`config.mk`:
```
export PLATFORM = sky130hd
export DESIGN_NAME = routerOutputStage
export DESIGN_NICKNAME = d
export VERILOG_FILES = /design/src/logic/nocPkg.sv /design/src/logic/inputChannel.sv /design/src/logic/outputArbiter.sv /design/src/logic/flitSwitch.sv /design/src/logic/routerOutputStage.sv
export SDC_FILE = /design/constraint.sdc
export NUM_CORES = 1
export LEC_CHECK = 0
export BUFFER_PORTS_ARGS = -buffer_cell sky130_fd_sc_hd__clkbuf_2
export CORE_ASPECT_RATIO = 0.6
export CORE_MARGIN = 2
export CORE_UTILIZATION = 54
export DETAILED_ROUTE_END_ITERATION = 8
export PLACE_DENSITY = 0.7
export SYNTH_ARGS = -nofsm -noshare
export SYNTH_HDL_FRONTEND = slang
export SYNTH_SLANG_ARGS = --single-unit
```
`constraint.sdc`:
```
create_clock -name clk -period 11.1 [get_ports clk]
set_input_delay 2.22 -clock clk [delete_from_list [all_inputs] [get_ports clk]]
set_output_delay 2.22 -clock clk [all_outputs]
set_load 0.01 [all_outputs]
```
`src/logic/nocPkg.sv`:
```
package nocPkg;

  localparam int numPorts = 5;        // Local, North, East, West, South
  localparam int flitWidth = 16;
  localparam int flitIdWidth = 3;
  localparam int lengthWidth = 12;
  localparam int portIndexWidth = 3;
  localparam int dropCountWidth = 8;

  localparam logic [flitIdWidth-1:0] flitHead = 3'b001;
  localparam logic [flitIdWidth-1:0] flitBody = 3'b010;
  localparam logic [flitIdWidth-1:0] flitTail = 3'b100;

  typedef struct packed {
    logic [flitIdWidth-1:0] id;
    logic [lengthWidth-1:0] length;   // Hold budget in cycles
    logic spare;
  } flitHeader;

  typedef struct packed {
    logic [flitIdWidth-1:0] id;
    logic [flitWidth-flitIdWidth-1:0] payload;
  } flitData;

  // Header view when id is flitHead, data view otherwise
  typedef union packed {
    flitHeader header;
    flitData data;
  } flitWord;

  // One-hot port vector to port index, zero when idle
  function automatic logic [portIndexWidth-1:0] portIndex(input logic [numPorts-1:0] oneHot);
    logic [portIndexWidth-1:0] index;
    index = '0;
    for (int i = 0; i < numPorts; i++)
    begin
      if (oneHot[i])
      begin
        index = portIndexWidth'(i);
      end
    end
    return index;
  endfunction

endpackage

```
`src/logic/inputChannel.sv`:
```
module inputChannel
  import nocPkg::*;
#(
  parameter int fifoDepth = 4
) (
  input  logic clk,
  input  logic rst,
  input  flitWord linkFlit,
  input  logic linkValid,
  input  logic pop,
  input  logic runTimer,
  output flitWord headFlit,
  output logic request,
  output logic full,
  output logic timesUp,
  output logic [dropCountWidth-1:0] dropCount
);

  localparam int ptrWidth = $clog2(fifoDepth);

  flitWord mem [fifoDepth];
  logic [ptrWidth:0] wrPtr;                // Extra bit tells full from empty
  logic [ptrWidth:0] rdPtr;
  logic empty;
  logic pushOk;
  logic popOk;
  logic [lengthWidth-1:0] budget;
  logic [lengthWidth-1:0] count;

  assign empty = (wrPtr == rdPtr);
  assign full = (wrPtr[ptrWidth] != rdPtr[ptrWidth])
             && (wrPtr[ptrWidth-1:0] == rdPtr[ptrWidth-1:0]);
  assign pushOk = linkValid && !full;
  assign popOk = pop && !empty;

  assign request = !empty;
  assign headFlit = mem[rdPtr[ptrWidth-1:0]];
  assign timesUp = (count == budget);      // Hold budget used up

  always_ff @(posedge clk)
  begin
    if (pushOk)
    begin
      mem[wrPtr[ptrWidth-1:0]] <= linkFlit;
    end
  end

  always_ff @(posedge clk)
  begin
    if (rst)
    begin
      wrPtr <= '0;
      rdPtr <= '0;
    end
    else
    begin
      if (pushOk)
      begin
        wrPtr <= wrPtr + 1'b1;
      end
      if (popOk)
      begin
        rdPtr <= rdPtr + 1'b1;
      end
    end
  end

  // Flits arriving on a full channel are lost, count them
  always_ff @(posedge clk)
  begin
    if (rst)
    begin
      dropCount <= '0;
    end
    else if (linkValid && full && (dropCount != '1))
    begin
      dropCount <= dropCount + 1'b1;
    end
  end

  always_ff @(posedge clk)
  begin
    if (rst)
    begin
      budget <= '0;
      count <= '0;
    end
    else
    begin
      if (popOk && (headFlit.header.id == flitHead))
      begin
        budget <= headFlit.header.length;  // New packet sets the hold budget
      end
      if (runTimer)
      begin
        count <= count + 1'b1;
      end
      else
      begin
        count <= '0;
      end
    end
  end

endmodule

```
`src/logic/outputArbiter.sv`:
```
module outputArbiter
  import nocPkg::*;
(
  input  logic clk,
  input  logic rst,
  input  logic [numPorts-1:0] request,
  input  logic [numPorts-1:0] timesUp,
  output logic [numPorts-1:0] grant
);

  logic [numPorts-1:0] nextGrant;
  logic [portIndexWidth-1:0] holder;
  logic holderStays;

  // First requester in cyclic order from start, looking at span ports
  function automatic logic [numPorts-1:0] scanFrom(
    input logic [numPorts-1:0] req,
    input int start,
    input int span
  );
    logic [numPorts-1:0] pick;
    logic found;
    int idx;
    pick = '0;
    found = 1'b0;
    for (int k = 0; k < span; k++)
    begin
      idx = (start + k) % numPorts;
      if (!found && req[idx])
      begin
        pick[idx] = 1'b1;
        found = 1'b1;
      end
    end
    return pick;
  endfunction

  assign holder = portIndex(grant);
  assign holderStays = request[holder] && !timesUp[holder];

  always_comb
  begin
    if (grant == '0)
    begin
      nextGrant = scanFrom(request, 0, numPorts);     // Idle scan starts at Local
    end
    else if (holderStays)
    begin
      nextGrant = grant;
    end
    else
    begin
      // Holder is skipped, so a lone requester passes through idle
      nextGrant = scanFrom(request, int'(holder) + 1, numPorts - 1);
    end
  end

  always_ff @(posedge clk)
  begin
    if (rst)
    begin
      grant <= '0;
    end
    else
    begin
      grant <= nextGrant;
    end
  end

endmodule

```
`src/logic/flitSwitch.sv`:
```
module flitSwitch
  import nocPkg::*;
(
  input  logic clk,
  input  logic rst,
  input  logic [numPorts-1:0] grant,
  input  logic [numPorts-1:0] request,
  input  flitWord headFlit [numPorts],
  output logic [numPorts-1:0] pop,
  output flitWord outFlit,
  output logic outValid,
  output logic [portIndexWidth-1:0] outSource
);

  flitWord selFlit;

  assign pop = grant & request;            // At most one bit, grant is one-hot

  always_comb
  begin
    selFlit = '0;
    for (int i = 0; i < numPorts; i++)
    begin
      if (grant[i])
      begin
        selFlit.data = headFlit[i].data;
      end
    end
  end

  always_ff @(posedge clk)
  begin
    if (rst)
    begin
      outValid <= 1'b0;
    end
    else
    begin
      outValid <= |pop;
    end
  end

  always_ff @(posedge clk)
  begin
    if (|pop)
    begin
      outFlit <= selFlit;
      outSource <= portIndex(grant);
    end
  end

endmodule

```
`src/logic/routerOutputStage.sv`:
```
module routerOutputStage
  import nocPkg::*;
#(
  parameter int fifoDepth = 4
) (
  input  logic clk,
  input  logic rst,
  input  flitWord linkFlit [numPorts],
  input  logic [numPorts-1:0] linkValid,
  output logic [numPorts-1:0] channelFull,
  output logic [dropCountWidth-1:0] dropCount [numPorts],
  output logic [numPorts-1:0] grant,
  output flitWord outFlit,
  output logic outValid,
  output logic [portIndexWidth-1:0] outSource
);

  logic [numPorts-1:0] request;
  logic [numPorts-1:0] timesUp;
  logic [numPorts-1:0] pop;
  flitWord headFlit [numPorts];

  // One channel per link, fed straight from the link ports
  for (genvar i = 0; i < numPorts; i++)
  begin : genChannel
    inputChannel #(
      .fifoDepth(fifoDepth)
    ) channel (
      .clk      (clk),
      .rst      (rst),
      .linkFlit (linkFlit[i]),
      .linkValid(linkValid[i]),
      .pop      (pop[i]),
      .runTimer (grant[i]),      // Timer runs only while holding the output
      .headFlit (headFlit[i]),
      .request  (request[i]),
      .full     (channelFull[i]),
      .timesUp  (timesUp[i]),
      .dropCount(dropCount[i])
    );
  end

  outputArbiter arbiter (
    .clk    (clk),
    .rst    (rst),
    .request(request),
    .timesUp(timesUp),
    .grant  (grant)
  );

  flitSwitch outSwitch (
    .clk      (clk),
    .rst      (rst),
    .grant    (grant),
    .request  (request),
    .headFlit (headFlit),
    .pop      (pop),
    .outFlit  (outFlit),
    .outValid (outValid),
    .outSource(outSource)
  );

endmodule

```
# Yosys cells after proc, flatten, opt, wreduce, memory -nomap -nowiden
# Memory sizes are Yosys's and may differ from the RTL's. A register that Yosys moved wholly into a read port is not among the register bits.
# Cells that the tools add are included.
# word_totals
register_bits	215
latchBits	0
ramBits	320
mem_bits_ro	0
input_bits	87
output_inout_bits	70
wordCells	264
mem_count	5
# memory_table
name	words	width	rd	rd_ports_with_merged_regs	write_ports	line	text
genChannel[0].channel.mem	4	16	1	1	1	inputChannel.sv:21	flitWord mem [fifoDepth];
genChannel[1].channel.mem	4	16	1	1	1	inputChannel.sv:21	
genChannel[2].channel.mem	4	16	1	1	1	inputChannel.sv:21	
genChannel[3].channel.mem	4	16	1	1	1	inputChannel.sv:21	
genChannel[4].channel.mem	4	16	1	1	1	inputChannel.sv:21	
# op_classes
addsub	24
n_mul	0
n_div	4
n_lt_le_gt_ge	9
eq_ne	31
shift	0
muxes	86
bitwise	9
n_reduce_logical	67
# ops
op	count
>= comparator 32 x 1 -> 1 bit (second input constant)	4
less-than comparator 32 x 5 -> 1 bit (second input constant)	4
remainder unit 32 x 4 -> 32 bit (second input constant)	4
two-way mux 16 bit	5
adder 32 x 3 -> 32 bit (second input constant)	2
adder 12 x 1 -> 12 bit (second input constant)	5
equality test 12 bit	5
two-way mux 5 bit	12
two-way mux 1 bit	46
logical AND 1 bit	42
adder 8 x 1 -> 8 bit (second input constant)	5
inequality test 8 bit (second input constant)	5
adder 32 x 2 -> 32 bit (second input constant)	1
adder 3 x 1 -> 3 bit (second input constant)	10
two-way mux 2 bit	12
binary-select mux 1 bit (select 3 bit)	6
logical NOT 1 bit	18
equality test 3 x 1 -> 1 bit (second input constant)	5
equality test 3 bit	5
bitwise OR 5 bit	3
demux 1 bit (select 3 bit)	4
equality test 2 bit	5
OR reduction 2 bit	5
bitwise AND 5 bit	1
8 further kinds	16

# Logic depth before layout (Yosys ltp)
# logic_depth
depth_word	27
mapped_depth	20
depth_no_buf	17

# Hierarchy
# Synthesis repeated with hierarchy kept, for this count alone.
# hier_totals
cells_unflattened	1792
hier_area_um2	23819.1
# by_module_without_submodules
mod	n_inst	cells_per_inst	area_each_um2	seq_area_each_um2
inputChannel (genChannel[0].channel ...)	4	303	4289.1	2722.6
inputChannel (genChannel[2].channel)	1	301	4260.3	2722.6
flitSwitch	1	147	1462.7	590.6
outputArbiter	1	132	939.7	100.1

# Worst setup path before layout
# Ideal clock, no wire load.
# synth_timing
kind	register to register
startpoint	reg arbiter.grant[4]
endpoint	reg arbiter.grant[2]
setup_time_ps	120
t_arrival_ps	4253
required_ps	10980
path_slack_ps	6727
stages_incl_launch_ff	19
n_path_buf	6
synth_period_minus_slack_ps	4373
cell_sequence	dfxtp_1 > buf_4 > buf_1 > clkbuf_1 > clkbuf_1 > a21oi_1 > ha_1 > buf_2 > buf_1 > inv_1 > ha_1 > nor2b_1 > o21ai_0 > o22ai_1 > and3_1 > or4_4 > o21ba_1 > and3_1 > o31a_1
# synth_between
elab_chain_len	24
elab_cells_between_ends	79
classes_between	add/sub: 4; div: 4; order compare: 8; eq/ne: 1; mux: 46; bitwise: 3; reduce/logical: 13
# synth_rtl
item	line	text
start, declared	outputArbiter.sv:8	output logic [numPorts-1:0] grant
start signal, assigned	outputArbiter.sv:66	grant <= nextGrant;
two-way mux 3 bit *	-	
named net arbiter.holder[0]	outputArbiter.sv:12	logic [portIndexWidth-1:0] holder;
parallel branches: the longest is 23 deep, another holds adder 32 x 2 -> 32 bit	-	
# Mark *: on every way through the listed nets, which the timed path passes. The select of a mux whose other input is x is not followed.
# A chain may end at the register's enable or synchronous reset.

# Final worst setup path
# layout_timing
startpoint	reg arbiter.grant[3]
endpoint	reg arbiter.grant[3]
# layout_between
elab_chain_len	25
elab_cells_between_ends	80
classes_between	add/sub: 4; div: 4; order compare: 8; eq/ne: 1; mux: 47; bitwise: 3; reduce/logical: 13
# layout_rtl
item	line
two-way mux 2 bit *	-
two-way mux 3 bit *	-
named net arbiter.holder[1]	outputArbiter.sv:12
parallel branches: the longest is 23 deep, another holds adder 32 x 2 -> 32 bit	-
# Marked as above.

==> results_dict.tcl <==
set metrics [dict create \
    status "finished, final reports clean" \
    synth-edff-count 339 \
    hold_viol_final 0 \
    ys.flop_type "edfxtp_1" \
    synth_seq_cells 545 \
    worstSetupStartpointType "flip-flop" \
    tightest_slew_ns 1.08 \
    cts.reportedPaths.clkPinSlew_ns 0.08 \
    numPortBuffers 156 \
    synth_compound_area_share_pct 4.82 \
    use_met1_pct 39.1 \
    post_cts_buffers 0 \
    syn2layout_area_growth_pct 11.9 \
    routed_via_density 5.87 \
    grt_setup_unrepaired "no" \
    timing.max_cap.violations 0 \
    synthSimpleGateAreaFrac_pct 10.6 \
    hold_class "flip-flop to flip-flop" \
    power_mw 5.09 \
    start_util_pct 55.0 \
    drt_iter0_markers 1485 \
    cts_sinks 545 \
    cp_data_required_time_ns 11.53 \
    synth_largest_area_cell "edfxtp_1" \
    firstDrtPassIters 5 \
    place.gp.congestion 0.904 \
    grtUsageMet2_pct 32.5 \
    path_class "flip-flop to flip-flop" \
    antenna_found_initial 1 \
    synth_adder_area_share_pct 2.60 \
    fp.dieH_um 164 \
    syn_area_per_cell_um2 13.3 \
    cts_resized 0 \
    clock_power_share_pct 32.9 \
    cts-htree-levels 2 \
    clk_latency_ns 0.59 \
    dp_hpwl_um 38400 \
    netlist_area_um2 23100 \
    row_count 58 \
    post-route-period-util_pct 46.2 \
    final-seq-area_um2 14300 \
    pwr-share-comb_pct 21.0 \
    ctsLongestPathBuffers 3 \
    ys_seq_area_share_pct 61.9 \
    dieArea_um2 44500 \
    yosysWarnings 0 \
    p_int_mw 3.59 \
    p_switching_mw 1.50 \
    grt_pass1_wl_um 81200 \
    p_leak_nw 9.49 \
    synth_cells 1735 \
    critPathMaxFanout 43 \
    drc 0 \
    routedWlPerCell_um 21.7 \
    synthMuxAreaShare_pct 11.0 \
    grt_usage_pct 24.0 \
    min_period_ns 5.13 \
    grt_pass1_vias 13639 \
    end_kind "flip-flop" \
    powerDensity_nw_per_um2 197 \
    routed_wl_um 53600 \
    nFillCells 3249 \
    tns_ns 0 \
    grt_util_met3_pct 4.66 \
    synthTopCellsByArea "edfxtp_1 (44%), dfxtp_1 (18%), mux4_2 (7.8%)" \
    final_layout_size_suffix_gt1_share_pct 17.9 \
    grt_max_degree 81 \
    setup_violations 0 \
    clock.fmax_mhz 195 \
    slew_headroom_pct 27.7 \
    cts_hold_buf 0 \
    synth_top_area_share_pct 44.1 \
    synth_nets 1870 \
    ff2ff_path_depth 18 \
    core_area_um2 42000 \
    vias 14501 \
    p_sw_share_pct 29.5 \
    io_pins 157 \
    yosysUniqueCellTypes 66 \
    synth_top_family_by_area "multiplexers" \
    cts_root_buf "clkbuf_16" \
    synth_xor_area_share_pct 6.67 \
    numCtsBuffers 48 \
    cts_tree "built" \
    die_x_um 271 \
    n_antenna_cell 0 \
    ant_nets 0 \
    whs_path_depth 1 \
    grt.busiest_layer "met1" \
    synthArstFlopShare_pct 0 \
    ir_drop_mv 0.112 \
    skew_ns 0.0312 \
    grt.overflow.total 0 \
    final_nets 1995 \
    final-max-slew-violation-count 0 \
    multi_input_area_um2 8250 \
    seq_power_share_pct 46.1 \
    critPathArrivalTime_ns 5.55 \
]
registers in the layout (all words and copies together) (netlist names), named ones only:
signal	count
outSwitch.outFlit	16
genChannel.channel.dropCount	40
genChannel.channel.wrPtr	15
genChannel.channel.budget	60
outSwitch.outValid	1
arbiter.grant	5
outSwitch.outSource	3
genChannel.channel.count	60
genChannel.channel.rdPtr	15
genChannel.channel.mem	320
synthesized netlist by cell type, types with 26 or more instances:
master and instances:
nand4_1 36, o21ai_0 32, nand2_1 54, edfxtp_1 339, nand3_1 67, a21oi_1 62
ha_1 48, nor3_1 26, xnor2_1 103, dfxtp_1 206, nor2_1 231, mux2i_1 73
inv_1 31, and3_1 37, xor2_1 66, clkbuf_1 60, mux4_2 80
placed cells by master, fill, tap and decap left out, types with 54 or more instances in the layout:
master	synthesis	final
a21oi_1	62	62
clkbuf_2	0	155
dfxtp_1	206	206
edfxtp_1	339	339
mux2i_1	73	73
mux4_2	80	80
nand2_1	54	54
nand3_1	67	67
nor2_1	231	231
xnor2_1	103	103
xor2_1	66	66
critical path: stages (launching register included):
cell,delay [ns]
dfxtp_1,0.32
buf_4,0.38
nor2_1,0.13
nor2_1,0.56
inv_1,0.10
ha_1,0.74
inv_1,0.31
nor2_1,0.18
nand2b_1,0.12
inv_1,0.05
ha_1,0.26
a21boi_1,0.26
o22a_1,0.30
a21oi_1,0.08
o31a_1,0.25
o31a_1,0.14
o221a_2,0.28
a211oi_1,0.38
o31ai_1,0.13
layer usage:
layer	wire, µm	up-vias	share of wire [%]
met1	25700	7199	48
met2	21700	580	41
li1	-	6640	-
met3	5030	80	9.4
met4	1120	2	2.1
met5	18	-	0.034
power groups by stage:
stage	combinational (mW)	clock [mW]	sequential, mW
after floorplan	0.728	0	2.38
after global placement	1.04	0	2.38
after detailed placement	1.05	0	2.39
after CTS	1.05	1.71	2.34
after global routing	1.15	1.78	2.35
final	1.07	1.68	2.34
kinds of logic after synthesis:
kind of cell,after synthesis
flops,545
simple gates,518
xor+xnor,172
compound gates,170
mux,154
buf+inv,127
fa+ha+maj,48
other cells,1
area by class of cell:
cell class	instances	area share (%)
inverter	35	0.508
clock buffer	68	5.33
clock inverter	22	0.746
tap	570	2.76
timing repair buffer	167	3.35
sequential	545	55.4
multi-input combinational	1063	31.9
worst paths after layout:
kind	from	slack, ns	end
max	arbiter.grant[3]	5.97	arbiter.grant[3]
min	genChannel[0].channel.count[0]	0.47	genChannel[0].channel.count[0]
max reg2reg	arbiter.grant[3]	5.97	arbiter.grant[3]
min reg2reg	genChannel[0].channel.count[0]	0.47	genChannel[0].channel.count[0]
stage by stage:
step	std cells	util, %	worst slack (ns)	cell area [µm²]	hold slack (ns)
final	2470	61.5	5.97	25800	0.475
after global routing	2470	61.5	5.73	25800	0.506
after CTS	2470	61.5	6.12	25800	0.479
after detailed placement	2380	57.8	6.15	24300	0.464
after global placement	2380	57.8	6.21	24300	0.455
after floorplan	1735	-	6.73	23100	0.433
Power figures use the tool's default switching activity.
